### config.mk
export PLATFORM = sky130hd
export DESIGN_NAME = fetchTop
export DESIGN_NICKNAME = d
export VERILOG_FILES = /design/src/fetchPkg.sv /design/src/pipeCtrlIf.sv /design/src/pcSelect.sv /design/src/instrAlign.sv /design/src/decompress.sv /design/src/stagePipe.sv /design/src/ifu.sv /design/src/fetchTop.sv
export SDC_FILE = /design/constraint.sdc
export NUM_CORES = 1
export LEC_CHECK = 0
export BUFFER_PORTS_ARGS = -buffer_cell sky130_fd_sc_hd__buf_2
export CAP_MARGIN = 10
export CELL_PAD_IN_SITES_DETAIL_PLACEMENT = 0
export CELL_PAD_IN_SITES_GLOBAL_PLACEMENT = 1
export CORE_AREA = 2 2 194 196
export DETAILED_ROUTE_END_ITERATION = 10
export DIE_AREA = 0 0 196 198
export GPL_TIMING_DRIVEN = 0
export PLACE_DENSITY = 0.81
export SLEW_MARGIN = 10
export SYNTH_ARGS = -nofsm -noshare
export SYNTH_HDL_FRONTEND = slang
export SYNTH_SLANG_ARGS = --single-unit
### constraint.sdc
create_clock -name clk -period 3.12 [get_ports clk]
set_input_delay 0.624 -clock clk [delete_from_list [all_inputs] [get_ports clk]]
set_output_delay 0.624 -clock clk [all_outputs]
set_load 0.005 [all_outputs]
### src/fetchPkg.sv
////////////////////////////////////////////////////////////////////////////
// shared definitions for the fetch subsystem
// width, reset vector, bubble encoding and next-PC select type
////////////////////////////////////////////////////////////////////////////

`default_nettype none

package fetchPkg;

  // architectural width, fixed for this core
  localparam int Xlen = 32;

  // every PC, target and link address
  typedef logic [Xlen-1:0] addrT;

  // instruction word, always 32 bits even with RVC
  typedef logic [31:0] instrT;

  // first fetch address after reset, one word
  localparam addrT ResetVector = 32'h0000_1000;

  // addi x0,x0,0
  // doubles as the bubble in the instruction pipe
  localparam instrT NopInstr = 32'h0000_0013;

  // next-PC source, lowest to highest priority
  typedef enum logic [1:0] {
    PcSeq,
    PcBranch,
    PcPriv
  } pcSrcT;

endpackage

`default_nettype wire

### src/pipeCtrlIf.sv
////////////////////////////////////////////////////////////////////////////
// pipeline stall and flush levels from the hazard unit
// ctrl modport drives, fetch modport receives
////////////////////////////////////////////////////////////////////////////

`timescale 1ns/1ps
`default_nettype none

interface pipeCtrlIf;

  // per-stage hold
  logic stallF, stallD, stallE, stallM, stallW;

  // per-stage bubble insert, fetch has no flush
  logic flushD, flushE, flushM, flushW;

  // hazard side, levels only, no handshake
  modport ctrl (
    output stallF, stallD, stallE, stallM, stallW,
    output flushD, flushE, flushM, flushW
  );

  // fetch unit side, sampled at each rising clk
  modport fetch (
    input stallF, stallD, stallE, stallM, stallW,
    input flushD, flushE, flushM, flushW
  );

endinterface

`default_nettype wire

### src/pcSelect.sv
////////////////////////////////////////////////////////////////////////////
// next-PC mux and PC register
// PC+2 / PC+4 adder, halfword alignment, misaligned target flag
////////////////////////////////////////////////////////////////////////////

`timescale 1ns/1ps
`default_nettype none

module pcSelect import fetchPkg::*; (
  input  logic  clk,
  input  logic  rst,
  input  logic  stall,
  input  pcSrcT src,
  input  addrT  branchTarget,
  input  addrT  privTarget,
  input  logic  compressed,
  output addrT  pcF,
  output addrT  pcPlus2or4F,
  output addrT  nextPc,
  output logic  misalignedNext
);

  // selection before bit 0 is forced low
  addrT             unalignedNext;
  // word index of the following word
  logic [Xlen-3:0]  pcUpper;

  ////////////////////////////////////////////////////////////////////////////
  // sequential address
  ////////////////////////////////////////////////////////////////////////////

  assign pcUpper = pcF[Xlen-1:2] + 1'b1;

  always_comb begin
    if (compressed) begin
      // +2, carries into the word index when sitting on the upper half
      if (pcF[1]) begin
        pcPlus2or4F = {pcUpper, 2'b00};
      end else begin
        pcPlus2or4F = {pcF[Xlen-1:2], 2'b10};
      end
    end else begin
      // +4 keeps the halfword offset
      pcPlus2or4F = {pcUpper, pcF[1:0]};
    end
  end

  ////////////////////////////////////////////////////////////////////////////
  // redirect mux and PC register
  ////////////////////////////////////////////////////////////////////////////

  always_comb begin
    case (src)
      PcPriv:   unalignedNext = privTarget;
      PcBranch: unalignedNext = branchTarget;
      default:  unalignedNext = pcPlus2or4F;
    endcase
  end

  // RVC allows halfword targets, so only bit 0 is dropped
  assign nextPc         = {unalignedNext[Xlen-1:1], 1'b0};
  assign misalignedNext = unalignedNext[0];

  always_ff @(posedge clk) begin
    if (rst) begin
      pcF <= ResetVector;
    end else if (!stall) begin
      pcF <= nextPc;
    end
  end

endmodule

`default_nettype wire

### src/instrAlign.sv
////////////////////////////////////////////////////////////////////////////
// instruction extraction from the 32-bit fetch word
// joins the spill halfword for instructions crossing a word boundary
////////////////////////////////////////////////////////////////////////////

`timescale 1ns/1ps
`default_nettype none

module instrAlign import fetchPkg::*; (
  // PC bit 1, halfword offset inside the word
  input  logic        pcLow,
  // aligned word at PC with bits 1:0 cleared
  input  instrT       instrWord,
  // low half of the next word, same cycle
  input  logic [15:0] spillHalf,
  output instrT       instrF
);

  // upper half of the current word as a 16-bit view
  logic [15:0] upperHalf;

  assign upperHalf = instrWord[31:16];

  // on the upper halfword the instruction starts there
  // a compressed one only uses the low 16 bits of the result,
  // a 32-bit one takes its top half from the next word
  always_comb begin
    if (pcLow) begin
      instrF = {spillHalf, upperHalf};
    end else begin
      instrF = instrWord;
    end
  end

endmodule

`default_nettype wire

### src/decompress.sv
////////////////////////////////////////////////////////////////////////////
// RVC expander for the decode stage
// integer subset of quadrants 0..2, illegal encodings become a NOP
////////////////////////////////////////////////////////////////////////////

`timescale 1ns/1ps
`default_nettype none

module decompress import fetchPkg::*; (
  input  instrT instrRaw,
  output instrT instrD,
  output logic  illegalCompD
);

  // common RVC fields
  logic [1:0]  quadrant;
  logic [2:0]  funct3;
  logic [4:0]  rdFull;
  logic [4:0]  rs2Full;
  // 3-bit register fields map to x8..x15
  logic [4:0]  rs1p;
  logic [4:0]  rdp;
  // scaled word offset for c.lw / c.sw
  logic [11:0] lwOff;
  // sign-extended 6-bit immediate
  logic [11:0] imm6;
  // jump and branch offsets, bit 0 always zero
  logic [11:0] jOff;
  logic [8:0]  bOff;

  assign quadrant = instrRaw[1:0];
  assign funct3   = instrRaw[15:13];
  assign rdFull   = instrRaw[11:7];
  assign rs2Full  = instrRaw[6:2];
  assign rs1p     = {2'b01, instrRaw[9:7]};
  assign rdp      = {2'b01, instrRaw[4:2]};

  // uimm[6|5:3|2] scaled by 4
  assign lwOff = {5'b0, instrRaw[5], instrRaw[12:10], instrRaw[6], 2'b00};
  assign imm6  = {{7{instrRaw[12]}}, instrRaw[6:2]};

  // c.j offset[11|4|9:8|10|6|7|3:1|5]
  assign jOff = {instrRaw[12], instrRaw[8], instrRaw[10:9], instrRaw[6],
                 instrRaw[7], instrRaw[2], instrRaw[11], instrRaw[5:3], 1'b0};

  // c.beqz/c.bnez offset[8|4:3|7:6|2:1|5]
  assign bOff = {instrRaw[12], instrRaw[6:5], instrRaw[2], instrRaw[11:10],
                 instrRaw[4:3], 1'b0};

  always_comb begin
    // anything not matched below is illegal
    instrD       = NopInstr;
    illegalCompD = 1'b1;

    case (quadrant)
      ////////////////////////////////////////////////////////////////////////////
      // quadrant 0, loads and stores
      ////////////////////////////////////////////////////////////////////////////
      2'b00: begin
        // c.lw -> lw rd', off(rs1')
        if (funct3 == 3'b010) begin
          instrD       = {lwOff, rs1p, 3'b010, rdp, 7'b0000011};
          illegalCompD = 1'b0;
        end
        // c.sw -> sw rs2', off(rs1')
        if (funct3 == 3'b110) begin
          instrD       = {lwOff[11:5], rdp, rs1p, 3'b010, lwOff[4:0], 7'b0100011};
          illegalCompD = 1'b0;
        end
        // all-zero halfword is defined illegal, also falls out of c.addi4spn
        if (instrRaw[15:0] == 16'h0000) begin
          instrD       = NopInstr;
          illegalCompD = 1'b1;
        end
      end

      ////////////////////////////////////////////////////////////////////////////
      // quadrant 1, immediates and control flow
      ////////////////////////////////////////////////////////////////////////////
      2'b01: begin
        case (funct3)
          // c.addi / c.nop -> addi rd, rd, imm
          3'b000: begin
            instrD       = {imm6, rdFull, 3'b000, rdFull, 7'b0010011};
            illegalCompD = 1'b0;
          end
          // c.li -> addi rd, x0, imm
          3'b010: begin
            instrD       = {imm6, 5'b0, 3'b000, rdFull, 7'b0010011};
            illegalCompD = 1'b0;
          end
          // c.lui, x2 is c.addi16sp and a zero immediate is reserved
          3'b011: begin
            if (rdFull != 5'd2 && imm6 != 12'h000) begin
              instrD       = {{15{instrRaw[12]}}, instrRaw[6:2], rdFull, 7'b0110111};
              illegalCompD = 1'b0;
            end
          end
          // c.j -> jal x0, off
          3'b101: begin
            instrD       = {jOff[11], jOff[10:1], jOff[11], {8{jOff[11]}},
                            5'b0, 7'b1101111};
            illegalCompD = 1'b0;
          end
          // c.beqz / c.bnez -> beq/bne rs1', x0, off
          3'b110, 3'b111: begin
            instrD       = {bOff[8], {2{bOff[8]}}, bOff[8:5], 5'b0, rs1p,
                            {2'b00, funct3[0]}, bOff[4:1], bOff[8], 7'b1100011};
            illegalCompD = 1'b0;
          end
          default: ;
        endcase
      end

      ////////////////////////////////////////////////////////////////////////////
      // quadrant 2, register moves and jr
      ////////////////////////////////////////////////////////////////////////////
      2'b10: begin
        if (funct3 == 3'b100) begin
          if (!instrRaw[12]) begin
            if (rs2Full == 5'd0) begin
              // c.jr -> jalr x0, 0(rs1), rs1 of x0 is reserved
              if (rdFull != 5'd0) begin
                instrD       = {12'h000, rdFull, 3'b000, 5'b0, 7'b1100111};
                illegalCompD = 1'b0;
              end
            end else begin
              // c.mv -> add rd, x0, rs2
              instrD       = {7'b0, rs2Full, 5'b0, 3'b000, rdFull, 7'b0110011};
              illegalCompD = 1'b0;
            end
          end else if (rs2Full != 5'd0) begin
            // c.add -> add rd, rd, rs2
            // c.jalr and c.ebreak are not handled here
            instrD       = {7'b0, rs2Full, rdFull, 3'b000, rdFull, 7'b0110011};
            illegalCompD = 1'b0;
          end
        end
      end

      // full-width instruction, untouched
      default: begin
        instrD       = instrRaw;
        illegalCompD = 1'b0;
      end
    endcase
  end

endmodule

`default_nettype wire

### src/stagePipe.sv
////////////////////////////////////////////////////////////////////////////
// E/M/W payload carrier, one register per stage
// per-stage enable, flush loads the bubble value
////////////////////////////////////////////////////////////////////////////

`timescale 1ns/1ps
`default_nettype none

module stagePipe #(
  parameter type T      = logic,
  parameter T    Bubble = '0
) (
  input  logic clk,
  input  logic rst,
  // payload leaving decode
  input  T     inD,
  // enables are the inverted stage stalls
  input  logic enE,
  input  logic enM,
  input  logic enW,
  input  logic flushE,
  input  logic flushM,
  input  logic flushW,
  output T     outE,
  output T     outM,
  output T     outW
);

  // stall beats flush, flush beats the upstream value

  always_ff @(posedge clk) begin
    if (rst) begin
      outE <= Bubble;
    end else if (enE) begin
      outE <= flushE ? Bubble : inD;
    end
  end

  always_ff @(posedge clk) begin
    if (rst) begin
      outM <= Bubble;
    end else if (enM) begin
      outM <= flushM ? Bubble : outE;
    end
  end

  always_ff @(posedge clk) begin
    if (rst) begin
      outW <= Bubble;
    end else if (enW) begin
      outW <= flushW ? Bubble : outM;
    end
  end

endmodule

`default_nettype wire

### src/ifu.sv
////////////////////////////////////////////////////////////////////////////
// instruction fetch unit
// PC selection, alignment, decode register, RVC expansion,
// E/M/W payload pipes and the M-stage misaligned fault
////////////////////////////////////////////////////////////////////////////

`timescale 1ns/1ps
`default_nettype none

module ifu import fetchPkg::*; (
  input  logic        clk,
  input  logic        rst,
  pipeCtrlIf.fetch    ctl,
  // fetch memory
  input  instrT       instrWord,
  input  logic [15:0] spillHalf,
  // redirects
  input  logic        pcSrcE,
  input  logic        retM,
  input  logic        trapM,
  input  addrT        pcTargetE,
  input  addrT        privNextPcM,
  input  logic        illegalBaseD,
  output addrT        pcF,
  output addrT        pcE,
  output addrT        pcM,
  output addrT        pcLinkW,
  output instrT       instrD,
  output instrT       instrM,
  output logic        illegalInstrD,
  output logic        instrMisalignedFaultM,
  output addrT        instrMisalignedAdrM
);

  pcSrcT src;
  addrT  pcPlus2or4F;
  addrT  nextPc;
  logic  misalignedNext;
  logic  compressedF;
  instrT instrF;
  // decode register
  instrT instrRawD;
  addrT  pcD;
  addrT  pcLinkD;
  logic  illegalCompD;

  ////////////////////////////////////////////////////////////////////////////
  // fetch stage
  ////////////////////////////////////////////////////////////////////////////

  // privileged change wins over a branch in the same cycle
  always_comb begin
    if (retM || trapM) begin
      src = PcPriv;
    end else if (pcSrcE) begin
      src = PcBranch;
    end else begin
      src = PcSeq;
    end
  end

  // 16-bit when the low bits are not 11
  assign compressedF = (instrF[1:0] != 2'b11);

  pcSelect pcSel (
    .clk(clk), .rst(rst), .stall(ctl.stallF), .src(src),
    .branchTarget(pcTargetE), .privTarget(privNextPcM),
    .compressed(compressedF), .pcF(pcF), .pcPlus2or4F(pcPlus2or4F),
    .nextPc(nextPc), .misalignedNext(misalignedNext)
  );

  instrAlign align (
    .pcLow(pcF[1]), .instrWord(instrWord), .spillHalf(spillHalf), .instrF(instrF)
  );

  ////////////////////////////////////////////////////////////////////////////
  // decode stage
  ////////////////////////////////////////////////////////////////////////////

  always_ff @(posedge clk) begin
    if (rst || (!ctl.stallD && ctl.flushD)) begin
      instrRawD <= NopInstr;
      pcD       <= '0;
      pcLinkD   <= '0;
    end else if (!ctl.stallD) begin
      instrRawD <= instrF;
      pcD       <= pcF;
      pcLinkD   <= pcPlus2or4F;
    end
  end

  decompress decomp (.instrRaw(instrRawD), .instrD(instrD), .illegalCompD(illegalCompD));

  // bad 32-bit encoding from the decoder or bad 16-bit one from here
  assign illegalInstrD = illegalBaseD | illegalCompD;

  ////////////////////////////////////////////////////////////////////////////
  // E/M/W payloads
  ////////////////////////////////////////////////////////////////////////////

  stagePipe #(.T(instrT), .Bubble(NopInstr)) instrPipe (
    .clk(clk), .rst(rst), .inD(instrD),
    .enE(!ctl.stallE), .enM(!ctl.stallM), .enW(!ctl.stallW),
    .flushE(ctl.flushE), .flushM(ctl.flushM), .flushW(ctl.flushW),
    .outE(), .outM(instrM), .outW()
  );

  stagePipe #(.T(addrT), .Bubble('0)) pcPipe (
    .clk(clk), .rst(rst), .inD(pcD),
    .enE(!ctl.stallE), .enM(!ctl.stallM), .enW(!ctl.stallW),
    .flushE(ctl.flushE), .flushM(ctl.flushM), .flushW(ctl.flushW),
    .outE(pcE), .outM(pcM), .outW()
  );

  // link address for jal/jalr writeback
  stagePipe #(.T(addrT), .Bubble('0)) linkPipe (
    .clk(clk), .rst(rst), .inD(pcLinkD),
    .enE(!ctl.stallE), .enM(!ctl.stallM), .enW(!ctl.stallW),
    .flushE(ctl.flushE), .flushM(ctl.flushM), .flushW(ctl.flushW),
    .outE(), .outM(), .outW(pcLinkW)
  );

  ////////////////////////////////////////////////////////////////////////////
  // misaligned branch target reported in M
  ////////////////////////////////////////////////////////////////////////////

  // only a selected branch redirect counts and trap targets are never flagged
  always_ff @(posedge clk) begin
    if (rst) begin
      instrMisalignedFaultM <= 1'b0;
    end else if (!ctl.stallM) begin
      instrMisalignedFaultM <= misalignedNext & (src == PcBranch);
    end
  end

  // aligned target goes out with the fault
  always_ff @(posedge clk) begin
    if (!ctl.stallM) begin
      instrMisalignedAdrM <= nextPc;
    end
  end

endmodule

`default_nettype wire

### src/fetchTop.sv
////////////////////////////////////////////////////////////////////////////
// fetch subsystem top level, plain ports only
// builds the stall/flush bundle and instantiates the fetch unit
////////////////////////////////////////////////////////////////////////////

`timescale 1ns/1ps
`default_nettype none

module fetchTop import fetchPkg::*; (
  input  logic        clk,
  input  logic        rst,
  // hazard unit levels
  input  logic        stallF, stallD, stallE, stallM, stallW,
  input  logic        flushD, flushE, flushM, flushW,
  // instruction memory, combinational read at pcF
  input  instrT       instrWord,
  input  logic [15:0] spillHalf,
  // redirects from execute and the privileged unit
  input  logic        pcSrcE,
  input  logic        retM,
  input  logic        trapM,
  input  addrT        pcTargetE,
  input  addrT        privNextPcM,
  input  logic        illegalBaseD,
  output addrT        pcF,
  output addrT        pcE,
  output addrT        pcM,
  output addrT        pcLinkW,
  output instrT       instrD,
  output instrT       instrM,
  output logic        illegalInstrD,
  output logic        instrMisalignedFaultM,
  output addrT        instrMisalignedAdrM
);

  pipeCtrlIf ctl ();

  // bundle the hazard levels
  assign ctl.stallF = stallF;
  assign ctl.stallD = stallD;
  assign ctl.stallE = stallE;
  assign ctl.stallM = stallM;
  assign ctl.stallW = stallW;
  assign ctl.flushD = flushD;
  assign ctl.flushE = flushE;
  assign ctl.flushM = flushM;
  assign ctl.flushW = flushW;

  ifu fetch (.ctl(ctl.fetch), .*);

endmodule

`default_nettype wire

==> results.json, run 1 <==
{
  "outcome": "finished with violations",
  "failed_checks": "negative setup slack",
  "p_switching_w": 0.00305,
  "die_w_um": 196,
  "io_buffers": 339,
  "routedWlPerCell_um": 22.7,
  "grt_pass1_vias": 14600,
  "layout_setup_ws_ns": -0.0601,
  "cts_buffer_depth": 3,
  "finalSetupViolCount": 1,
  "grt_first_pass_wirelength_um": 91400,
  "maxCapViolCount": 0,
  "synth_warnings": 0,
  "slew_violations": 0,
  "relSlewSlack_pct": 20.5,
  "synthArstFlopShare_pct": 0,
  "htreeDepth": 2,
  "p_comb_share_pct": 10.9,
  "final_common_cell": "buf_2",
  "rr_startpoint": "fetch.pcSel.pcF[23]",
  "gp_congestion": 0.937,
  "cellPowerDensity_nw_per_um2": 581,
  "endpoint_kind": "primary output",
  "vias": 15200,
  "clkPwrFrac_pct": 45.1,
  "rsz0062_at_grt": "yes",
  "critPathLaunchType": "flip-flop",
  "fin_crit_sh_pct": 102,
  "crit_type": "reg -> out",
  "vias_per_cell": 5.64,
  "path_clk_slew_ns": 0.06,
  "postRouteAntennaNets": 0,
  "worstPathMaxFanout": 4,
  "synth_enable_flop_cells": 31,
  "synthesis.area_um2": 16000,
  "fin_area_um2": 20200,
  "worst_slew_pin_slew_ns": 1.19,
  "synth_cells": 1791,
  "drt_wl_total_um": 61300,
  "antenna_found_initial": 6,
  "die-area_um2": 38800,
  "grt_overflow": 0,
  "area_delta_synth_final_pct": 26.2,
  "layout_common_cells": "buf_2, dfxtp_1, nor2_1",
  "coreArea_um2": 37000,
  "rrSetupSlack_ns": 0.19,
  "hp-start": "privNextPcM[13]",
  "hold_path_class": "in -> reg",
  "holdPathStages": 3,
  "drt_pass1_iterations": 6,
  "placementRows": 71,
  "hold_viol": 0,
  "io_pins": 353,
  "drc": 0,
  "fin_skew_ns": 0.0250,
  "fin_nets": 2320,
  "drt_iter0_markers": 1152,
  "synthDistinctLibCells": 80,
  "r2r-end": "fetch.instrMisalignedAdrM[30]",
  "ctsHoldBuffers": 0,
  "final_core_util_pct": 54.6,
  "seqPwrFrac_pct": 44.1,
  "p_int_w": 0.00867,
  "hold_path_end": "fetch.pcSel.pcF[13]",
  "synth_flop_cell": "dfxtp_1",
  "grt_max_degree": 31,
  "post_dp_cell_area_um2": 18300,
  "grt_use_total_pct": 31.1,
  "hpwlAfterDp_um": 47000,
  "swShare_pct": 26.0,
  "fin_crit_ns": 3.18,
  "reg2reg_depth": 7,
  "drive_above_1_share_pct": 23.3,
  "ys_seq_area_share_pct": 49.0,
  "root_buffer": "clkbuf_16",
  "insertion_delay_ns": 0.56,
  "cts_buffers": 41,
  "die_h_um": 198,
  "fmax_mhz": 314,
  "critical_path_arrival_ns": 2.56,
  "start_util_pct": 43.3,
  "cts_tree": "yes",
  "ys_ff_latch": 376,
  "avgSynthCellArea_um2": 8.93,
  "worst_ir_drop_vdd_uv": 399,
  "crit_required_ns": 2.50,
  "cts_num_sinks": 376,
  "p_leak_nw": 8.40
}
-- metal layers --
| layer | vias up | GRT usage (%) | share of wire, % |
|---|---|---|---|
| li1 | 7182 | - | - |
| met3 | 93 | 5.33 | 6.8 |
| met1 | 7330 | 41.9 | 44 |
| met5 | - | 0 | 0.023 |
| met4 | 2 | 9.99 | 2.8 |
| met2 | 629 | 50.8 | 46 |
-- critical path, cell delays in order (launching register included) --
cell and delay [ns]:
dfxtp_4 0.34, or4_4 0.57, o21a_1 0.22, o21ai_4 0.19
o31ai_4 0.11, a211o_1 0.30, and2_4 0.16, buf_6 0.11
-- how the worst max path moves through the flow --
stage / from / to / cells after the start
final: fetch.instrRawD[3] / instrD[18] / 7
after global routing: fetch.instrRawD[9] / instrD[18] / 8
after CTS: fetch.instrRawD[3] / instrD[18] / 7
after detailed placement: fetch.instrRawD[14] / instrD[30] / 7
after global placement: rst / fetch.pcPipe.outE[13] / 4
after floorplan: fetch.instrRawD[3] / instrD[18] / 6
-- synthesized netlist by cell type, drive strengths merged, types with 13 or more instances --
library cell | count | area, um^2
o21ai | 93 | 469
a21o | 13 | 97.6
a21oi | 222 | 1120
xnor2 | 25 | 219
edfxtp | 31 | 931
buf | 34 | 165
nor3b | 124 | 936
dfxtp | 345 | 6910
a211oi | 14 | 105
a22o | 80 | 701
clkbuf | 125 | 469
nand2 | 86 | 323
and3 | 28 | 180
inv | 21 | 78.8
mux2i | 72 | 721
nor2 | 283 | 1060
-- state kept, by name, indices dropped and copies added (netlist names) --
signal,count
fetch.instrRawD,32
fetch.instrPipe.outE,32
fetch.pcPipe.outM,31
fetch.pcD,31
fetch.linkPipe.outE,31
fetch.instrMisalignedFaultM,1
fetch.pcSel.pcF,31
fetch.linkPipe.outW,31
fetch.instrPipe.outM,32
fetch.pcLinkD,31
fetch.pcPipe.outE,31
fetch.instrMisalignedAdrM,31
fetch.linkPipe.outM,31
-- stage by stage --
step / setup slack [ns] / hold slack [ns] / setup TNS (ns) / std cells / power (W)
final: -0.0601 / 0.356 / -0.0601 / 2701 / 0.0117
after global routing: -0.115 / 0.383 / -0.620 / 2700 / 0.0121
after CTS: -0.0973 / 0.340 / -0.240 / 2695 / 0.0117
after detailed placement: -0.119 / 0.433 / -0.245 / 2611 / 0.00645
after global placement: -0.200 / 0.428 / -5.79 / 2609 / 0.00644
after floorplan: 0.749 / 0.412 / 0 / 1796 / 0.00586
-- cells by family after synthesis --
kind of cell | count (synthesis) | synth area share [%]
compound gates | 518 | 20.5
buf+inv | 181 | 4.48
other cells | 2 | 0.0469
fa+ha+maj | 1 | 0.0782
simple gates | 610 | 19.7
mux | 73 | 4.57
xor+xnor | 30 | 1.64
flops | 376 | 49.0
-- timing repair --
| action | CTS | global route |
|---|---|---|
| setup endpoints to repair | 31 | 26 |
| buffers inserted | 12 | 4 |
| gates resized for setup | 54 | 30 |
| pin swaps | 13 | 5 |
-- power groups by stage --
stage	Combinational [W]	Sequential, W	Clock, W
final	0.00128	0.00516	0.00528
after global routing	0.00137	0.00517	0.00557
after CTS	0.00124	0.00516	0.00533
after detailed placement	0.00120	0.00526	0
after global placement	0.00119	0.00526	0
after floorplan	0.000667	0.00520	0
-- final cells by class --
cell class / count / area, um^2
timing repair buffer: 356 / 1850
sequential: 376 / 7860
inverter: 22 / 82.6
clock buffer: 60 / 1280
tap: 474 / 593
clock inverter: 16 / 221
multi-input combinational: 1239 / 7630
buffer: 156 / 657
fill: 3528 / 16800
antenna: 2 / 5.00
Power figures use the tool's default switching activity.
==> run 2: changes to the inputs <==
Settings changed: CORE_AREA 2 2 194 196 to 2 2 201 203, DIE_AREA 0 0 196 198 to 0 0 203 205, PLACE_DENSITY 0.81 to 0.76.
Clock period 3.12 ns to 3.5 ns, I/O delays scaled along.
==> run 2 against run 1 <==
  * Core utilization down 4.1 points
  * Worst setup slack better by 0.092 ns
  * Clock-buffer cell count is 2 lower
  * Clock power down 15%
  * The flow now finishes without violations
  * Sequential share of layout area grew 0.48 points
  * Final area fell by 1.5%
==> results.json, run 2 (synthesis gave the netlist of run 1 again) <==
{
  "crit_end": "instrD[18]",
  "hold_path_class": "in -> reg",
  "max_stage_delay_ns": 0.41,
  "die_h_um": 205,
  "drc": 0,
  "grt_use_total_pct": 29.3,
  "area_delta_synth_final_pct": 24.3,
  "io_pins": 353,
  "path_depth": 7,
  "path_clk_slew_ns": 0.06,
  "cts_num_sinks": 376,
  "antenna_found_initial": 4,
  "start_util_pct": 40.6,
  "drt_pass1_iterations": 5,
  "grt_pass1_vias": 14600,
  "hpwlAfterDp_um": 47800,
  "fin_area_um2": 19900,
  "cellPowerDensity_nw_per_um2": 512,
  "crit_buf_inv": 1,
  "place_inst": 2662,
  "ctsHoldBuffers": 0,
  "power.total_w": 0.0102,
  "critPathLaunchType": "flip-flop",
  "finalSetupViolCount": 0,
  "root_buffer": "clkbuf_16",
  "outcome": "finished clean",
  "post_dp_cell_area_um2": 18400,
  "r2r-end": "fetch.instrMisalignedAdrM[24]",
  "grt_overflow": 0,
  "io_buffers": 339,
  "p_leak_nw": 8.24,
  "worst_slew_pin_slew_ns": 1.21,
  "grt_first_pass_wirelength_um": 91500,
  "slew_violations": 0,
  "critical_path_arrival_ns": 2.77,
  "worst_ir_drop_vdd_uv": 303,
  "hold_viol": 0,
  "fin_crit_ns": 3.47,
  "htreeDepth": 2,
  "coreArea_um2": 39400,
  "rsz0062_at_grt": "yes",
  "die_w_um": 203,
  "reg2reg_depth": 7,
  "reg_top3": "fetch.instrPipe.outE x32, fetch.instrPipe.outM x32, fetch.instrRawD x32",
  "final_common_cell": "buf_2",
  "die-area_um2": 41600,
  "tns_ns": 0,
  "drive_above_1_share_pct": 21.2,
  "fin_skew_ns": 0.0147,
  "endpoint_kind": "primary output",
  "crit_required_ns": 2.80,
  "fin_nets": 2308,
  "crit_type": "reg -> out",
  "gp_congestion": 0.937,
  "insertion_delay_ns": 0.58,
  "drt_wl_total_um": 62200,
  "fmax_mhz": 288,
  "vias": 15200,
  "postRouteAntennaNets": 0,
  "cts_buffers": 41,
  "maxCapViolCount": 0,
  "layout_common_cells": "buf_2, dfxtp_1, nor2_1",
  "rr_startpoint": "fetch.pcSel.pcF[1]",
  "placementRows": 73,
  "routedWlPerCell_um": 22.7,
  "grt_max_degree": 29,
  "drt_iter0_markers": 1014,
  "relSlewSlack_pct": 19.1,
  "path_cells": "nor4_4 > a21oi_2 > and3_1 > a311o_1 > a211o_1 > and2_1 > buf_2",
  "fin_crit_sh_pct": 99.1,
  "worstPathMaxFanout": 6,
  "crit_start": "fetch.instrRawD[11]",
  "cts_buffer_depth": 3,
  "final_cell_count_no_fill": 2736,
  "critPathTopFamily": "compound AO/OA/AOI/OAI gates",
  "cts_tree": "yes",
  "vias_per_cell": 5.55,
  "slowest_stage": "a311o_1",
  "rrSetupSlack_ns": 0.84
}
run 2: tightest hold or removal path, delay by kind of cell:
kind / cells / cell delay (ns)
buffers and inverters: 1 / 0.08
and+or+nand+nor: 2 / 0.11
run 2: layout make-up:
class                           count  area, um^2
Inverter                           22        82.6
Clock inverter                     14         180
Antenna cell                        2        5.00
Sequential cell                   376        7840
Multi-Input combinational cell   1239        7510
Buffer                            156         638
Clock buffer                       58        1220
Tap cell                          525         657
Timing Repair Buffer              344        1750
Fill cell                        3842       19500
run 2: worst min path at each step:
| stage | startpoint | end | slack [ns] | cells after the start |
|---|---|---|---|---|
| 2_1_floorplan | fetch.instrPipe.outE[0] | fetch.instrPipe.outE[0] | 0.41 | 1 |
| 3_3_place_gp | fetch.instrPipe.outE[0] | fetch.instrPipe.outE[0] | 0.42 | 1 |
| 3_5_place_dp | fetch.instrPipe.outE[1] | fetch.instrPipe.outE[1] | 0.43 | 1 |
| 4_1_cts | privNextPcM[10] | fetch.instrMisalignedAdrM[10] | 0.41 | 3 |
| 5_1_grt | privNextPcM[9] | fetch.pcSel.pcF[9] | 0.44 | 3 |
| 6_report | privNextPcM[1] | fetch.instrMisalignedAdrM[1] | 0.42 | 3 |
run 2: stage by stage:
step           hold WS (ns)  utilization [%]  worst slack, ns
2_1_floorplan         0.412                -             1.05
3_3_place_gp          0.425             46.7           -0.259
3_5_place_dp          0.431             46.8            0.139
4_1_cts               0.409             50.4          0.00606
5_1_grt               0.440             50.5          -0.0256
6_report              0.423             50.5           0.0321
run 2: where the power goes:
| group | total, W | switching (W) | leakage (nW) | internal [W] |
|---|---|---|---|---|
| sequential | 0.00460 | 0.000139 | 3.11 | 0.00447 |
| combinational | 0.00111 | 0.000734 | 4.45 | 0.000375 |
| clock | 0.00447 | 0.00180 | 0.692 | 0.00266 |
run 2: routing by layer:
layer	part of all wire [%]	GRT usage [%]
met4	3.8	13.0
met3	7.9	6.27
met5	0.021	0
met1	44	38.6
met2	45	46.2
run 2: repair_timing:
item / in CTS / in global routing
resized for setup: 12 / 15
setup endpoints to repair: 17 / 14
pin swaps: 1 / 2
setup buffers: 2 / 1
==> run 3: changes to the inputs <==
Settings changed: REMOVE_ABC_BUFFERS from default to 1.
==> run 3 against run 2 <==
  * Highest routed layer unchanged
  * Core utilization is 0.33 points lower
  * Clock skew is 0.0048 ns higher
  * Wire length is 9.4% lower
  * First-iteration DRC count is 5.0% higher
  * Total power is 1.4% higher
  * Largest cell class unchanged
  * Critical path type unchanged
==> results.json, run 3 (synthesis gave the netlist of run 1 again) <==
{
  "outcome": "finished clean",
  "routedWlPerCell_um": 21.5,
  "final_common_cell": "buf_2",
  "max_stage_delay_ns": 0.39,
  "vias": 14600,
  "swShare_pct": 25.7,
  "path_cells": "nor4_4 > buf_4 > a21oi_4 > and3_1 > a311o_1 > a211o_1 > and2_1 > buf_2",
  "vias_per_cell": 5.58,
  "p_comb_share_pct": 9.9,
  "io_buffers": 344,
  "cts_num_sinks": 376,
  "drive_above_1_share_pct": 23.1,
  "clkPwrFrac_pct": 45.4,
  "seqPwrFrac_pct": 44.7,
  "drt_wl_total_um": 56300,
  "hpwlAfterDp_um": 38000,
  "p_int_w": 0.00767,
  "critPathTopFamily": "compound AO/OA/AOI/OAI gates",
  "fin_nets": 2178,
  "drt_pass1_iterations": 8,
  "layout_common_cells": "buf_2, dfxtp_1, nor2_1",
  "crit_type": "reg -> out",
  "worst_ir_drop_vdd_uv": 301,
  "cts_buffer_depth": 3,
  "critPathLaunchType": "flip-flop",
  "root_buffer": "clkbuf_16",
  "ctsHoldBuffers": 0,
  "fmax_mhz": 292,
  "finalSetupViolCount": 0,
  "grt_max_degree": 106,
  "reg_top3": "fetch.instrPipe.outE x32, fetch.instrPipe.outM x32, fetch.instrRawD x32",
  "final_cell_count_no_fill": 2616,
  "crit_required_ns": 2.80,
  "drt_iter0_markers": 1065,
  "io_pins": 353,
  "insertion_delay_ns": 0.57,
  "place_inst": 2526,
  "drc": 0,
  "grt_overflow": 0,
  "hold_viol": 0,
  "worstPathMaxFanout": 6,
  "p_switching_w": 0.00265,
  "grt_pass1_vias": 13900,
  "placementRows": 73,
  "grt_use_total_pct": 26.6,
  "htreeDepth": 2,
  "crit_buf_inv": 2,
  "p_leak_nw": 8.24,
  "maxCapViolCount": 0,
  "final_core_util_pct": 50.2,
  "worst_slew_pin_slew_ns": 1.00,
  "fin_skew_ns": 0.0195,
  "die_h_um": 205,
  "slowest_stage": "a311o_1",
  "cts_buffers": 42,
  "start_util_pct": 40.6,
  "hold_path_class": "in -> reg",
  "gp_congestion": 0.843,
  "path_clk_slew_ns": 0.06,
  "cellPowerDensity_nw_per_um2": 522,
  "area_delta_synth_final_pct": 23.5,
  "postRouteAntennaNets": 0,
  "die_w_um": 203,
  "slew_violations": 0,
  "fin_crit_sh_pct": 98.0,
  "endpoint_kind": "primary output",
  "cts_tree": "yes",
  "coreArea_um2": 39400,
  "relSlewSlack_pct": 32.9,
  "antenna_found_initial": 10,
  "grt_first_pass_wirelength_um": 85500,
  "die-area_um2": 41600,
  "fin_crit_ns": 3.43,
  "critical_path_arrival_ns": 2.73
}
## run 3: cell count changes in the layout (fill, tap and decap cells not counted), sizes merged
cell | previous run | this run
diode | 2 | 8
bufinv | 3 | 4
clkbuf | 180 | 61
buf | 378 | 369
inv | 22 | 23
## run 3: worst paths after layout
path,startpoint,endpoint,slack [ns],cells past startpoint
min,privNextPcM[1],fetch.pcSel.pcF[1],0.42,3
min reg2reg,fetch.instrPipe.outE[4],fetch.instrPipe.outE[4],0.45,2
max,fetch.instrRawD[9],instrD[18],0.07,8
max reg2reg,fetch.pcSel.pcF[1],fetch.instrMisalignedAdrM[17],0.68,6
## run 3: area by class of cell
| class | count | area (um^2) |
|---|---|---|
| Antenna cell | 8 | 20.0 |
| Clock buffer | 61 | 1270 |
| Clock inverter | 16 | 201 |
| Fill cell | 3805 | 19600 |
| Inverter | 22 | 82.6 |
| Multi-Input combinational cell | 1239 | 7510 |
| Sequential cell | 376 | 7860 |
| Tap cell | 525 | 657 |
| Timing Repair Buffer | 369 | 2150 |
## run 3: through the flow
step           TNS [ns]  power, W  hold WS [ns]  area (um^2)  worst slack, ns
2_1_floorplan   -180.21   0.00510         0.412        15400            -2.47
3_3_place_gp   -1213.43   0.00566         0.424        17800           -10.07
3_5_place_dp          0   0.00571         0.431        18200           0.0203
4_1_cts               0    0.0104         0.393        19700          0.00219
5_1_grt        -0.00350    0.0107         0.407        19700         -0.00350
6_report              0    0.0103         0.425        19800           0.0709
## run 3: what timing repair did
action,CTS,global route
resized for setup,12,5
setup endpoints to repair,30,7
pin swaps,1,2
setup buffers,2,3
## run 3: per-layer routing
layer | GRT usage, % | vias up | part of all wire, %
met5 | 0 | - | 0.067
met1 | 35.8 | 7087 | 44
li1 | - | 6899 | -
met2 | 42.9 | 528 | 46
met3 | 5.62 | 82 | 7.2
met4 | 7.82 | 6 | 2.2
## run 3: worst register-to-register path, stage by stage, from the launching register on
cell,delay (ns)
dfxtp_2,0.70
a21o_1,0.34
and4_1,0.43
nor3b_2,0.29
nand3_1,0.17
xnor2_1,0.46
o21ai_0,0.13
## run 3: power groups by stage
stage	clock network (W)	registers (W)	logic, W
CTS	0.00477	0.00462	0.00101
global placement	0	0.00472	0.000936
finish	0.00469	0.00462	0.00102
global route	0.00493	0.00463	0.00110
floorplan	0	0.00466	0.000433
detailed placement	0	0.00471	0.000994
